===== src/hdl/rv_core_pkg.sv =====
// RV32I core shared definitions
package rv_core_pkg;

    localparam int XLEN = 32;

    // Major opcodes.
    localparam logic [6:0] OP_LUI    = 7'b0110111;
    localparam logic [6:0] OP_AUIPC  = 7'b0010111;
    localparam logic [6:0] OP_JAL    = 7'b1101111;
    localparam logic [6:0] OP_JALR   = 7'b1100111;
    localparam logic [6:0] OP_BRANCH = 7'b1100011;
    localparam logic [6:0] OP_LOAD   = 7'b0000011;
    localparam logic [6:0] OP_STORE  = 7'b0100011;
    localparam logic [6:0] OP_IMM    = 7'b0010011;
    localparam logic [6:0] OP_OP     = 7'b0110011;
    localparam logic [6:0] OP_SYSTEM = 7'b1110011;

    localparam logic [6:0] F7_ZERO = 7'b0000000;
    localparam logic [6:0] F7_ALT  = 7'b0100000;

    // Readable CSR addresses.
    localparam logic [11:0] CSR_ADDR_MTVEC  = 12'h305;
    localparam logic [11:0] CSR_ADDR_MEPC   = 12'h341;
    localparam logic [11:0] CSR_ADDR_MCAUSE = 12'h342;

    // Trap causes.
    localparam logic [3:0] CAUSE_FETCH_MISALIGNED = 4'd0;
    localparam logic [3:0] CAUSE_ILLEGAL          = 4'd2;
    localparam logic [3:0] CAUSE_LOAD_MISALIGNED  = 4'd4;
    localparam logic [3:0] CAUSE_STORE_MISALIGNED = 4'd6;

    // --------------------
    // Control encodings.
    // --------------------
    typedef enum logic [3:0] {
        ALU_ADD, ALU_SUB, ALU_AND, ALU_OR, ALU_XOR, ALU_SLL,
        ALU_SRL, ALU_SRA, ALU_SLT, ALU_SLTU, ALU_PASS_B
    } alu_op_e;

    typedef enum logic [2:0] {IMM_I, IMM_S, IMM_B, IMM_U, IMM_J} imm_sel_e;
    typedef enum logic [1:0] {SRC_A_PC, SRC_A_OLD_PC, SRC_A_REG} src_a_e;
    typedef enum logic [1:0] {SRC_B_REG, SRC_B_IMM, SRC_B_FOUR} src_b_e;
    typedef enum logic [2:0] {RES_ALU_REG, RES_LOAD, RES_ALU, RES_CSR, RES_TRAP} result_e;
    typedef enum logic [1:0] {CSR_MEPC, CSR_MCAUSE, CSR_MTVEC} csr_sel_e;

    typedef struct packed {
        logic       pc_we;
        logic       ir_we;
        logic       old_pc_we;
        logic       rf_we;
        logic       mdr_we;
        logic       epc_we;
        logic       cause_we;
        logic       fetch;      // Bus address comes from PC.
        alu_op_e    alu_op;
        src_a_e     src_a;
        src_b_e     src_b;
        imm_sel_e   imm_sel;
        result_e    result_sel;
        csr_sel_e   csr_sel;
        logic [3:0] cause;
    } dp_ctrl_t;

    // --------------------
    // Instruction views.
    // --------------------
    typedef struct packed {
        logic [6:0] funct7;
        logic [4:0] rs2;
        logic [4:0] rs1;
        logic [2:0] funct3;
        logic [4:0] rd;
        logic [6:0] opcode;
    } instr_reg_t;

    typedef struct packed {
        logic [6:0] imm_hi;
        logic [4:0] rs2;
        logic [4:0] rs1;
        logic [2:0] funct3;
        logic [4:0] imm_lo;
        logic [6:0] opcode;
    } instr_store_t;

    typedef union packed {
        instr_reg_t   r;
        instr_store_t s;
    } rv_instr_u;

    typedef struct packed {
        logic      zero;
        logic      lt;
        logic      ltu;
        rv_instr_u instr;
        logic [1:0] pc_lo;
    } dp_status_t;

    // --------------------
    // Memory and bus.
    // --------------------
    typedef struct packed {
        logic            valid;
        logic            we;
        logic [XLEN-1:0] addr;
        logic [XLEN-1:0] wdata;
        logic [2:0]      size;   // Load/store funct3.
    } mem_req_t;

    typedef struct packed {
        logic            cyc;
        logic            stb;
        logic            we;
        logic [XLEN-1:0] adr;
        logic [XLEN-1:0] dat_w;
        logic [3:0]      sel;
    } wb_req_t;

    typedef struct packed {
        logic [XLEN-1:0] dat_r;
        logic            ack;
    } wb_rsp_t;

endpackage


===== src/hdl/alu.sv =====
// Integer ALU
module alu
    import rv_core_pkg::*;
(
    input  alu_op_e         i_op,
    input  logic [XLEN-1:0] i_src_a,
    input  logic [XLEN-1:0] i_src_b,
    output logic [XLEN-1:0] o_result,
    output logic            o_zero,
    output logic            o_lt,
    output logic            o_ltu
);

    logic [XLEN:0] diff;
    logic [4:0]    shamt;

    // Extra bit holds the borrow.
    assign diff  = {1'b0, i_src_a} - {1'b0, i_src_b};
    assign shamt = i_src_b[4:0];

    assign o_zero = (diff[XLEN-1:0] == '0);
    assign o_ltu  = diff[XLEN];
    assign o_lt   = (i_src_a[XLEN-1] != i_src_b[XLEN-1]) ? i_src_a[XLEN-1]
                                                         : diff[XLEN-1];

    always_comb begin
        case (i_op)
            ALU_ADD:  o_result = i_src_a + i_src_b;
            ALU_SUB:  o_result = diff[XLEN-1:0];
            ALU_AND:  o_result = i_src_a & i_src_b;
            ALU_OR:   o_result = i_src_a | i_src_b;
            ALU_XOR:  o_result = i_src_a ^ i_src_b;
            ALU_SLL:  o_result = i_src_a << shamt;
            ALU_SRL:  o_result = i_src_a >> shamt;
            ALU_SRA:  o_result = $signed(i_src_a) >>> shamt;
            ALU_SLT:  o_result = {{(XLEN-1){1'b0}}, o_lt};
            ALU_SLTU: o_result = {{(XLEN-1){1'b0}}, o_ltu};
            default:  o_result = i_src_b;
        endcase
    end

endmodule


===== src/hdl/control_unit.sv =====
// Multicycle control unit
module control_unit
    import rv_core_pkg::*;
(
    input  logic       clk,
    input  logic       i_rst_n,
    input  dp_status_t i_status,
    input  logic       i_mem_done,
    input  logic       i_misaligned,
    output dp_ctrl_t   o_ctrl,
    output logic       o_mem_valid,
    output logic       o_mem_we,
    output logic [2:0] o_mem_size
);

    typedef enum logic [2:0] {
        S_FETCH, S_DECODE, S_EXECUTE, S_MEM, S_WRITEBACK, S_TRAP
    } state_e;

    state_e      state_q, state_d;
    logic [3:0]  cause_q, cause_d;
    rv_instr_u   instr;
    logic [6:0]  opcode;
    logic [2:0]  funct3;
    logic [6:0]  funct7;
    logic [11:0] csr_addr;
    logic        illegal;
    logic        taken;
    logic        is_jump;
    alu_op_e     arith_op;
    csr_sel_e    csr_sel;

    assign instr    = i_status.instr;
    assign opcode   = instr.r.opcode;
    assign funct3   = instr.r.funct3;
    assign funct7   = instr.r.funct7;
    assign csr_addr = {instr.r.funct7, instr.r.rs2};
    assign is_jump  = (opcode == OP_JAL) || (opcode == OP_JALR);

    // --------------------
    // Decoder.
    // --------------------
    always_comb begin
        case (opcode)
            OP_LUI, OP_AUIPC, OP_JAL: illegal = 1'b0;
            OP_JALR:   illegal = (funct3 != 3'b000);
            OP_BRANCH: illegal = (funct3[2:1] == 2'b01);
            OP_LOAD:   illegal = (funct3 == 3'b011) || (funct3[2:1] == 2'b11);
            OP_STORE:  illegal = (funct3 > 3'b010);
            OP_IMM:    illegal = ((funct3 == 3'b001) && (funct7 != F7_ZERO)) ||
                                 ((funct3 == 3'b101) && (funct7 != F7_ZERO) &&
                                  (funct7 != F7_ALT));
            OP_OP:     illegal = !((funct7 == F7_ZERO) || ((funct7 == F7_ALT) &&
                                   ((funct3 == 3'b000) || (funct3 == 3'b101))));
            // Only CSRRS rd, csr, x0 is accepted.
            OP_SYSTEM: illegal = !((funct3 == 3'b010) && (instr.r.rs1 == 5'd0) &&
                                   ((csr_addr == CSR_ADDR_MEPC) ||
                                    (csr_addr == CSR_ADDR_MCAUSE) ||
                                    (csr_addr == CSR_ADDR_MTVEC)));
            default:   illegal = 1'b1;
        endcase
    end

    always_comb begin
        case (funct3)
            3'b000:  arith_op = (opcode == OP_OP && funct7[5]) ? ALU_SUB : ALU_ADD;
            3'b001:  arith_op = ALU_SLL;
            3'b010:  arith_op = ALU_SLT;
            3'b011:  arith_op = ALU_SLTU;
            3'b100:  arith_op = ALU_XOR;
            3'b101:  arith_op = funct7[5] ? ALU_SRA : ALU_SRL;
            3'b110:  arith_op = ALU_OR;
            default: arith_op = ALU_AND;
        endcase
    end

    always_comb begin
        case (funct3)
            3'b000:  taken = i_status.zero;
            3'b001:  taken = !i_status.zero;
            3'b100:  taken = i_status.lt;
            3'b101:  taken = !i_status.lt;
            3'b110:  taken = i_status.ltu;
            default: taken = !i_status.ltu;
        endcase
    end

    always_comb begin
        case (csr_addr)
            CSR_ADDR_MEPC:   csr_sel = CSR_MEPC;
            CSR_ADDR_MCAUSE: csr_sel = CSR_MCAUSE;
            default:         csr_sel = CSR_MTVEC;
        endcase
    end

    // --------------------
    // State machine.
    // --------------------
    always_ff @(posedge clk or negedge i_rst_n) begin
        if (!i_rst_n) begin
            state_q <= S_FETCH;
            cause_q <= '0;
        end else begin
            state_q <= state_d;
            cause_q <= cause_d;
        end
    end

    always_comb begin
        o_ctrl         = '0;
        o_ctrl.csr_sel = csr_sel;
        o_ctrl.cause   = cause_q;
        o_mem_valid    = 1'b0;
        o_mem_we       = 1'b0;
        o_mem_size     = funct3;
        state_d        = state_q;
        cause_d        = cause_q;

        case (state_q)
            S_FETCH: begin
                // PC + 4 is ready on the result bus when the word arrives.
                o_mem_valid       = 1'b1;
                o_mem_size        = 3'b010;
                o_ctrl.fetch      = 1'b1;
                o_ctrl.src_b      = SRC_B_FOUR;
                o_ctrl.result_sel = RES_ALU;
                if (i_mem_done) begin
                    o_ctrl.pc_we     = 1'b1;
                    o_ctrl.ir_we     = 1'b1;
                    o_ctrl.old_pc_we = 1'b1;
                    state_d          = S_DECODE;
                end
            end
            S_DECODE: begin
                // Branch or JAL target into the ALU result register.
                o_ctrl.src_a   = SRC_A_OLD_PC;
                o_ctrl.src_b   = SRC_B_IMM;
                o_ctrl.imm_sel = (opcode == OP_JAL) ? IMM_J : IMM_B;
                state_d        = S_EXECUTE;
                if (illegal) begin
                    state_d = S_TRAP;
                    cause_d = CAUSE_ILLEGAL;
                end
            end
            S_EXECUTE: begin
                state_d = S_WRITEBACK;
                case (opcode)
                    OP_OP: begin
                        o_ctrl.src_a  = SRC_A_REG;
                        o_ctrl.alu_op = arith_op;
                    end
                    OP_IMM: begin
                        o_ctrl.src_a  = SRC_A_REG;
                        o_ctrl.src_b  = SRC_B_IMM;
                        o_ctrl.alu_op = arith_op;
                    end
                    OP_LUI: begin
                        o_ctrl.src_b   = SRC_B_IMM;
                        o_ctrl.imm_sel = IMM_U;
                        o_ctrl.alu_op  = ALU_PASS_B;
                    end
                    OP_AUIPC: begin
                        o_ctrl.src_a   = SRC_A_OLD_PC;
                        o_ctrl.src_b   = SRC_B_IMM;
                        o_ctrl.imm_sel = IMM_U;
                    end
                    OP_LOAD, OP_STORE: begin
                        o_ctrl.src_a   = SRC_A_REG;
                        o_ctrl.src_b   = SRC_B_IMM;
                        o_ctrl.imm_sel = (opcode == OP_STORE) ? IMM_S : IMM_I;
                        state_d        = S_MEM;
                    end
                    OP_JAL: begin
                        o_ctrl.pc_we = 1'b1;
                    end
                    OP_JALR: begin
                        o_ctrl.src_a      = SRC_A_REG;
                        o_ctrl.src_b      = SRC_B_IMM;
                        o_ctrl.result_sel = RES_ALU;
                        o_ctrl.pc_we      = 1'b1;
                    end
                    OP_BRANCH: begin
                        o_ctrl.src_a  = SRC_A_REG;
                        o_ctrl.alu_op = ALU_SUB;
                        o_ctrl.pc_we  = taken;
                    end
                    default: begin
                        o_ctrl.alu_op = ALU_ADD;
                    end
                endcase
            end
            S_MEM: begin
                // Same address every cycle, so the ALU result register holds it.
                o_ctrl.src_a   = SRC_A_REG;
                o_ctrl.src_b   = SRC_B_IMM;
                o_ctrl.imm_sel = (opcode == OP_STORE) ? IMM_S : IMM_I;
                o_mem_valid    = 1'b1;
                o_mem_we       = (opcode == OP_STORE);
                if (i_misaligned) begin
                    state_d = S_TRAP;
                    cause_d = (opcode == OP_STORE) ? CAUSE_STORE_MISALIGNED
                                                   : CAUSE_LOAD_MISALIGNED;
                end else if (i_mem_done) begin
                    o_ctrl.mdr_we = (opcode == OP_LOAD);
                    state_d       = (opcode == OP_STORE) ? S_FETCH : S_WRITEBACK;
                end
            end
            S_WRITEBACK: begin
                // Link value is old PC + 4.
                o_ctrl.src_a = SRC_A_OLD_PC;
                o_ctrl.src_b = SRC_B_FOUR;
                o_ctrl.rf_we = (opcode != OP_BRANCH);
                state_d      = S_FETCH;
                case (opcode)
                    OP_JAL, OP_JALR: o_ctrl.result_sel = RES_ALU;
                    OP_LOAD:         o_ctrl.result_sel = RES_LOAD;
                    OP_SYSTEM:       o_ctrl.result_sel = RES_CSR;
                    default:         o_ctrl.result_sel = RES_ALU_REG;
                endcase
                // New PC already written, check its alignment.
                if ((is_jump || opcode == OP_BRANCH) && (i_status.pc_lo != 2'b00)) begin
                    o_ctrl.rf_we = 1'b0;
                    state_d      = S_TRAP;
                    cause_d      = CAUSE_FETCH_MISALIGNED;
                end
            end
            default: begin
                o_ctrl.epc_we     = 1'b1;
                o_ctrl.cause_we   = 1'b1;
                o_ctrl.pc_we      = 1'b1;
                o_ctrl.result_sel = RES_TRAP;
                state_d           = S_FETCH;
            end
        endcase
    end

endmodule


===== src/hdl/datapath.sv =====
// Multicycle datapath
module datapath
    import rv_core_pkg::*;
#(
    parameter logic [XLEN-1:0] RESET_PC    = '0,
    parameter logic [XLEN-1:0] TRAP_VECTOR = 32'h40
)(
    input  logic            clk,
    input  logic            i_rst_n,
    input  dp_ctrl_t        i_ctrl,
    input  logic [XLEN-1:0] i_load_data,
    output dp_status_t      o_status,
    output logic [XLEN-1:0] o_addr,
    output logic [XLEN-1:0] o_store_data
);

    // Nonarchitectural registers.
    logic [XLEN-1:0] pc_q;
    logic [XLEN-1:0] old_pc_q;
    rv_instr_u       ir_q;
    logic [XLEN-1:0] a_q;
    logic [XLEN-1:0] b_q;
    logic [XLEN-1:0] alu_q;
    logic [XLEN-1:0] mdr_q;
    logic [XLEN-1:0] mepc_q;
    logic [XLEN-1:0] mcause_q;

    logic [XLEN-1:0] rdata_1;
    logic [XLEN-1:0] rdata_2;
    logic [XLEN-1:0] imm;
    logic [XLEN-1:0] src_a;
    logic [XLEN-1:0] src_b;
    logic [XLEN-1:0] alu_out;
    logic [XLEN-1:0] csr_rdata;
    logic [XLEN-1:0] result;

    // --------------------
    // Registers.
    // --------------------
    always_ff @(posedge clk or negedge i_rst_n) begin
        if (!i_rst_n) begin
            pc_q     <= RESET_PC;
            mepc_q   <= '0;
            mcause_q <= '0;
        end else begin
            // Bit 0 always cleared, as JALR requires.
            if (i_ctrl.pc_we) begin
                pc_q <= {result[XLEN-1:1], 1'b0};
            end
            if (i_ctrl.epc_we) begin
                mepc_q <= old_pc_q;
            end
            if (i_ctrl.cause_we) begin
                mcause_q <= {{(XLEN-4){1'b0}}, i_ctrl.cause};
            end
        end
    end

    always_ff @(posedge clk) begin
        if (i_ctrl.old_pc_we) begin
            old_pc_q <= pc_q;
        end
        if (i_ctrl.ir_we) begin
            ir_q <= i_load_data;
        end
        if (i_ctrl.mdr_we) begin
            mdr_q <= i_load_data;
        end
        a_q   <= rdata_1;
        b_q   <= rdata_2;
        alu_q <= alu_out;
    end

    // --------------------
    // Multiplexers.
    // --------------------
    always_comb begin
        case (i_ctrl.src_a)
            SRC_A_PC:     src_a = pc_q;
            SRC_A_OLD_PC: src_a = old_pc_q;
            default:      src_a = a_q;
        endcase
        case (i_ctrl.src_b)
            SRC_B_REG:  src_b = b_q;
            SRC_B_IMM:  src_b = imm;
            default:    src_b = 32'd4;
        endcase
        case (i_ctrl.csr_sel)
            CSR_MEPC:   csr_rdata = mepc_q;
            CSR_MCAUSE: csr_rdata = mcause_q;
            default:    csr_rdata = TRAP_VECTOR;
        endcase
        case (i_ctrl.result_sel)
            RES_ALU_REG: result = alu_q;
            RES_LOAD:    result = mdr_q;
            RES_ALU:     result = alu_out;
            RES_CSR:     result = csr_rdata;
            default:     result = TRAP_VECTOR;
        endcase
    end

    assign o_addr       = i_ctrl.fetch ? pc_q : result;
    assign o_store_data = b_q;

    assign o_status.instr = ir_q;
    assign o_status.pc_lo = pc_q[1:0];

    register_file register_file_inst (
        .clk       ( clk            ),
        .i_rst_n   ( i_rst_n        ),
        .i_we      ( i_ctrl.rf_we   ),
        .i_addr_1  ( ir_q.r.rs1     ),
        .i_addr_2  ( ir_q.r.rs2     ),
        .i_addr_3  ( ir_q.r.rd      ),
        .i_wdata   ( result         ),
        .o_rdata_1 ( rdata_1        ),
        .o_rdata_2 ( rdata_2        )
    );

    alu alu_inst (
        .i_op     ( i_ctrl.alu_op ),
        .i_src_a  ( src_a         ),
        .i_src_b  ( src_b         ),
        .o_result ( alu_out       ),
        .o_zero   ( o_status.zero ),
        .o_lt     ( o_status.lt   ),
        .o_ltu    ( o_status.ltu  )
    );

    extend_imm extend_imm_inst (
        .i_sel   ( i_ctrl.imm_sel ),
        .i_instr ( ir_q           ),
        .o_imm   ( imm            )
    );

endmodule


===== src/hdl/extend_imm.sv =====
// Immediate extender
module extend_imm
    import rv_core_pkg::*;
(
    input  imm_sel_e        i_sel,
    input  rv_instr_u       i_instr,
    output logic [XLEN-1:0] o_imm
);

    logic [31:0]  word;
    instr_store_t st;

    assign word = i_instr;
    assign st   = i_instr.s;

    always_comb begin
        case (i_sel)
            IMM_I: o_imm = {{20{word[31]}}, word[31:20]};
            IMM_S: o_imm = {{20{st.imm_hi[6]}}, st.imm_hi, st.imm_lo};
            IMM_B: o_imm = {{20{st.imm_hi[6]}}, st.imm_lo[0], st.imm_hi[5:0],
                            st.imm_lo[4:1], 1'b0};
            IMM_U: o_imm = {word[31:12], 12'b0};
            // J format.
            default: o_imm = {{12{word[31]}}, word[19:12], word[20], word[30:21], 1'b0};
        endcase
    end

endmodule


===== src/hdl/register_file.sv =====
// Integer register file
module register_file
    import rv_core_pkg::*;
(
    input  logic            clk,
    input  logic            i_rst_n,
    input  logic            i_we,
    input  logic [4:0]      i_addr_1,
    input  logic [4:0]      i_addr_2,
    input  logic [4:0]      i_addr_3,
    input  logic [XLEN-1:0] i_wdata,
    output logic [XLEN-1:0] o_rdata_1,
    output logic [XLEN-1:0] o_rdata_2
);

    logic [XLEN-1:0] regs [32];

    always_ff @(posedge clk or negedge i_rst_n) begin
        if (!i_rst_n) begin
            for (int i = 0; i < 32; i++) begin
                regs[i] <= '0;
            end
        end else if (i_we && (i_addr_3 != 5'd0)) begin
            regs[i_addr_3] <= i_wdata;
        end
    end

    // x0 never written, so it reads zero.
    assign o_rdata_1 = regs[i_addr_1];
    assign o_rdata_2 = regs[i_addr_2];

endmodule


===== src/hdl/rv_core_top.sv =====
// RV32I multicycle core top level
module rv_core_top
    import rv_core_pkg::*;
#(
    parameter logic [XLEN-1:0] RESET_PC    = '0,
    parameter logic [XLEN-1:0] TRAP_VECTOR = 32'h40
)(
    input  logic    clk,
    input  logic    i_rst_n,
    output wb_req_t o_wb,
    input  wb_rsp_t i_wb
);

    dp_ctrl_t        s_ctrl;
    dp_status_t      s_status;
    mem_req_t        s_mem_req;
    logic            s_mem_done;
    logic            s_misaligned;
    logic [XLEN-1:0] s_load_data;
    logic [XLEN-1:0] s_addr;
    logic [XLEN-1:0] s_store_data;
    logic            s_mem_valid;
    logic            s_mem_we;
    logic [2:0]      s_mem_size;

    // Request fields from both sides.
    assign s_mem_req.valid = s_mem_valid;
    assign s_mem_req.we    = s_mem_we;
    assign s_mem_req.size  = s_mem_size;
    assign s_mem_req.addr  = s_addr;
    assign s_mem_req.wdata = s_store_data;

    control_unit control_unit_inst (
        .clk          ( clk          ),
        .i_rst_n      ( i_rst_n      ),
        .i_status     ( s_status     ),
        .i_mem_done   ( s_mem_done   ),
        .i_misaligned ( s_misaligned ),
        .o_ctrl       ( s_ctrl       ),
        .o_mem_valid  ( s_mem_valid  ),
        .o_mem_we     ( s_mem_we     ),
        .o_mem_size   ( s_mem_size   )
    );

    datapath #(
        .RESET_PC    ( RESET_PC    ),
        .TRAP_VECTOR ( TRAP_VECTOR )
    ) datapath_inst (
        .clk          ( clk          ),
        .i_rst_n      ( i_rst_n      ),
        .i_ctrl       ( s_ctrl       ),
        .i_load_data  ( s_load_data  ),
        .o_status     ( s_status     ),
        .o_addr       ( s_addr       ),
        .o_store_data ( s_store_data )
    );

    wb_mem_port wb_mem_port_inst (
        .clk          ( clk          ),
        .i_rst_n      ( i_rst_n      ),
        .i_req        ( s_mem_req    ),
        .o_wb         ( o_wb         ),
        .i_wb         ( i_wb         ),
        .o_done       ( s_mem_done   ),
        .o_misaligned ( s_misaligned ),
        .o_load_data  ( s_load_data  )
    );

endmodule


===== src/hdl/wb_mem_port.sv =====
// Wishbone classic memory port
module wb_mem_port
    import rv_core_pkg::*;
(
    input  logic            clk,
    input  logic            i_rst_n,
    input  mem_req_t        i_req,
    output wb_req_t         o_wb,
    input  wb_rsp_t         i_wb,
    output logic            o_done,
    output logic            o_misaligned,
    output logic [XLEN-1:0] o_load_data
);

    logic [1:0]      off;
    logic            hold_q;
    logic [XLEN-1:0] shifted;

    assign off = i_req.addr[1:0];

    assign o_misaligned = ((i_req.size[1:0] == 2'b01) && off[0]) ||
                          ((i_req.size[1:0] == 2'b10) && (off != 2'b00));

    // Bus idle for one cycle after reset and after each ack.
    always_ff @(posedge clk or negedge i_rst_n) begin
        if (!i_rst_n) begin
            hold_q <= 1'b1;
        end else begin
            hold_q <= o_wb.cyc && i_wb.ack;
        end
    end

    assign o_wb.cyc = i_req.valid && !o_misaligned && !hold_q;
    assign o_wb.stb = o_wb.cyc;
    assign o_wb.we  = i_req.we;
    assign o_wb.adr = {i_req.addr[XLEN-1:2], 2'b00};
    assign o_done   = o_wb.cyc && i_wb.ack;

    // --------------------
    // Byte lanes.
    // --------------------
    always_comb begin
        case (i_req.size[1:0])
            2'b00: begin
                o_wb.sel   = 4'b0001 << off;
                o_wb.dat_w = {4{i_req.wdata[7:0]}};
            end
            2'b01: begin
                o_wb.sel   = 4'b0011 << off;
                o_wb.dat_w = {2{i_req.wdata[15:0]}};
            end
            default: begin
                o_wb.sel   = 4'b1111;
                o_wb.dat_w = i_req.wdata;
            end
        endcase
    end

    // Size bit 2 marks LBU and LHU.
    assign shifted = i_wb.dat_r >> {off, 3'b000};

    always_comb begin
        case (i_req.size[1:0])
            2'b00:   o_load_data = {{24{!i_req.size[2] && shifted[7]}}, shifted[7:0]};
            2'b01:   o_load_data = {{16{!i_req.size[2] && shifted[15]}}, shifted[15:0]};
            default: o_load_data = shifted;
        endcase
    end

endmodule


===== config.mk =====
export PLATFORM = sky130hd
export DESIGN_NAME = rv_core_top
export DESIGN_NICKNAME = d
export VERILOG_FILES = /design/src/hdl/rv_core_pkg.sv /design/src/hdl/alu.sv /design/src/hdl/control_unit.sv /design/src/hdl/datapath.sv /design/src/hdl/extend_imm.sv /design/src/hdl/register_file.sv /design/src/hdl/rv_core_top.sv /design/src/hdl/wb_mem_port.sv
export SDC_FILE = /design/constraint.sdc
export NUM_CORES = 2
export LEC_CHECK = 0
export BUFFER_PORTS_ARGS = -buffer_cell sky130_fd_sc_hd__buf_2
export CAP_MARGIN = 20
export CORE_MARGIN = 2
export CORE_UTILIZATION = 58
export CTS_CLUSTER_SIZE = 14
export DETAILED_ROUTE_END_ITERATION = 6
export PLACE_DENSITY_LB_ADDON = 0.1
export SYNTH_ARGS = -nofsm -noshare
export SYNTH_HDL_FRONTEND = slang
export SYNTH_SLANG_ARGS = --single-unit

===== constraint.sdc =====
create_clock -name clk -period 10.9 [get_ports clk]
set_clock_uncertainty 0.1 [all_clocks]
set_input_delay 0.545 -clock clk [delete_from_list [all_inputs] [get_ports clk]]
set_output_delay 0.545 -clock clk [all_outputs]
set_load 0.01 [all_outputs]

==> out/metrics.yaml <==
setup_path:
  r2r_cells: 36
  cpMostUsedCell: "buf_4"
  required_ps: 10260
  cp_data_arrival_time_ps: 9920
  cpMaxStageDelayCell: "edfxtp_1"
  reg2reg_slack_ps: 560
  criticalPathCategory: "reg2out"
  critPathMaxStageDelay_ps: 660
  reg2reg_from: "datapath_inst.ir_q[5]"
  reg2reg_to: "datapath_inst.pc_q[24]"
  worst-path-max-fanout: 39
  cp-start-kind: "flop"
  setup.worst_path.end_class: "output pin"
grt:
  grt_max_degree: 189
  antenna_found_initial: 26
  grt_pass1_wl_mm: 442
  gr-usage-met3: 0.132
  grt_usage: 0.476
  first_global_vias: 61000
  top_usage_layer: "met2"
  use_met2: 0.710
  use_met1: 0.597
  grt_overflow: 0
synth:
  synth_edf_count: 95
  synth_area_per_cell_sq_um: 10.7
  synth_flop_cell: "dfrtp_1"
  yosysWarnings: 0
  syn-instance-count: 6917
  syn-cell-area_sq_um: 74100
  yosysUniqueCellTypes: 109
  yosysSeqAreaShare: 0.434
  async_flop_share: 0.851
  ys_ff_latch: 1285
timing:
  tightest_slew_ps: 1300
  grt_setup_unrepaired: "false"
  relSlewSlack: 0.125
  hold_viol: 0
  period_share: 0.969
  period_needed_ps: 10560
  clock.fmax_mhz: 94.7
  setup_violations: 0
  finalSetupTns_ps: 0
  slew_viol_final: 0
floorplan:
  die_w_um: 361
  io_pins: 106
  rows: 131
  start_util: 0.583
  die_h_um: 361
  core_sq_um: 127000
  design.die.area_sq_um: 131000
cts:
  cts_setup_buffers: 0
  cts_buffers: 131
  clkTransAtPathRegs_ps: 70
  clk_latency_ps: 810
  cts_tree: "built"
  cts_sinks: 1285
  clockRootBuffer: "clkbuf_16"
  cts_buffer_depth: 3
  h-tree-depth: 4
min_path:
  hold_depth: 3
  hold_class: "in2reg"
  hold_end: "datapath_inst.mdr_q[28]"
  min_from: "i_wb[29]"
routing:
  vias: 62400
  viasPerCell: 7.37
  drt-pass1-iter-count: 6
  finalWirelength_mm: 309
  initialDrtViolationCount: 9021
  ant_nets: 0
  drc: 0
  wl_per_cell_um: 36.5
place:
  place.gp.congestion: 1.10
  dp_hpwl_mm: 201
  dpl_cell_area_sq_um: 76400
  portBuffers: 103
finish:
  drive_gt1_frac: 0.230
  synthToLayoutAreaGrowth_pct: 9.45
  final_cell_area_sq_um: 81100
  nets: 6819
status:
  outcome: "finished, final reports clean"
run:
  drv_cap: 0
-- sequential cells by signal (all words and copies together), names as in the netlist --
register and cells:
datapath_inst.alu_q 32, control_unit_inst.cause_q 2, datapath_inst.a_q 32, datapath_inst.mepc_q 31
control_unit_inst.state_q 3, datapath_inst.mcause_q 2, datapath_inst.pc_q 31, wb_mem_port_inst.hold_q 1
datapath_inst.old_pc_q 31, datapath_inst.o_store_data 32, datapath_inst.register_file_inst.regs 1024, datapath_inst.mdr_q 32
datapath_inst.ir_q 32
-- how the worst max path moves through the flow --
| stage | end | from |
|---|---|---|
| after floorplan | datapath_inst.mdr_q[0] | datapath_inst.ir_q[2] |
| after global placement | datapath_inst.pc_q[24] | datapath_inst.ir_q[5] |
| after detailed placement | datapath_inst.pc_q[21] | datapath_inst.ir_q[5] |
| after CTS | datapath_inst.pc_q[24] | datapath_inst.ir_q[5] |
| after global routing | o_wb[69] | datapath_inst.ir_q[5] |
| final | o_wb[70] | datapath_inst.ir_q[5] |
-- cell usage in the layout (no fill, tap or decap), drive strengths merged, types with 16 or more instances in the layout --
cell,instances
nor4,29
nor3,106
o21bai,18
clkbuf,186
mux4,647
nor2b,16
a311oi,40
nand3,164
dfxtp,96
dfrtp,1093
xnor2,24
o211ai,96
ha,97
and3,20
nand4,22
edfxtp,95
a21oi,471
a22oi,25
and2,16
a21o,27
a31oi,45
inv,136
a22o,30
o21a,25
nor2,424
nand2b,29
o21ai,862
buf,341
mux2,223
o2111ai,21
or3,17
nand2,903
clkinv,39
mux2i,81
a2111oi,17
a221oi,28
a211oi,37
-- metal layers --
layer	vias to the layer above	routed length [um]
met2	4621	137000
met5	-	110
li1	25200	-
met4	16	29200
met1	31200	106000
met3	1337	36000
-- layout make-up --
type                            instances  area, sq um
Timing Repair Buffer                  347         2510
Clock inverter                         59          722
Tap cell                             1662         2080
Clock buffer                          183         3750
Fill cell                            9644        46100
Antenna cell                           12         30.0
Sequential cell                      1285        32200
Inverter                              130          490
Multi-Input combinational cell       4789        39400
-- critical path: cells and delay by family, from the launching register on --
family / cells / cell delay, ps
simple gates: 8 / 2140
compound gates: 14 / 3190
flops: 1 / 660
fa+ha+maj: 2 / 560
buf+inv: 10 / 2510
-- logic make-up after synthesis --
logic type / count (synthesis) / share of synthesized area
compound gates: 1900 / 0.153
simple gates: 1801 / 0.105
flops: 1285 / 0.434
mux: 951 / 0.242
buf+inv: 846 / 0.0452
fa+ha+maj: 101 / 0.0173
xor+xnor: 32 / 0.00378
other cells: 1 / 0.0000506
-- cell usage after synthesis (22+ instances only) --
cell	n	area (sq um)
dfrtp_1	1093	27400
nand2_1	902	3390
o21ai_0	839	4200
mux4_2	647	14600
clkbuf_1	560	2100
a21oi_1	469	2350
nor2_1	420	1580
mux2_2	221	2490
nand3_1	164	821
inv_1	123	462
nor3_1	106	531
ha_1	97	1210
dfxtp_1	96	1920
o211ai_1	96	721
edfxtp_1	95	2850
mux2i_1	80	801
buf_1	78	293
buf_2	57	285
a31oi_1	45	282
a211oi_1	37	278
a22o_1	30	263
a311oi_1	30	263
nand2b_1	29	181
nor4_1	29	181
a21o_1	26	195
a22oi_1	25	188
o21a_1	25	188
a221oi_1	24	210
xnor2_1	24	210
nand4_1	22	138
o21ai_1	22	110
-- timing repair --
item | 4_1_cts | 5_1_grt
endpoints found under the setup margin | 1 | 36
hold buffers | 3 | 0
pin swaps | 0 | 1
hold endpoints to repair | 126 | 0
cloned | 0 | 2
resized for setup | 1 | 5
-- metrics by stage --
stage	instances	hold slack [ps]	utilization	worst slack [ps]
after CTS	8444	0.522	0.636	349
after floorplan	6918	149	-	219
after detailed placement	8199	284	0.601	112
final	8467	33.1	0.638	337
after global routing	8458	20.9	0.638	64.0
after global placement	8196	276	0.601	-681
Power is left out: the tool's default activity adds up to more than one toggle a clock period on the data nets, which glitch-free logic cannot reach.
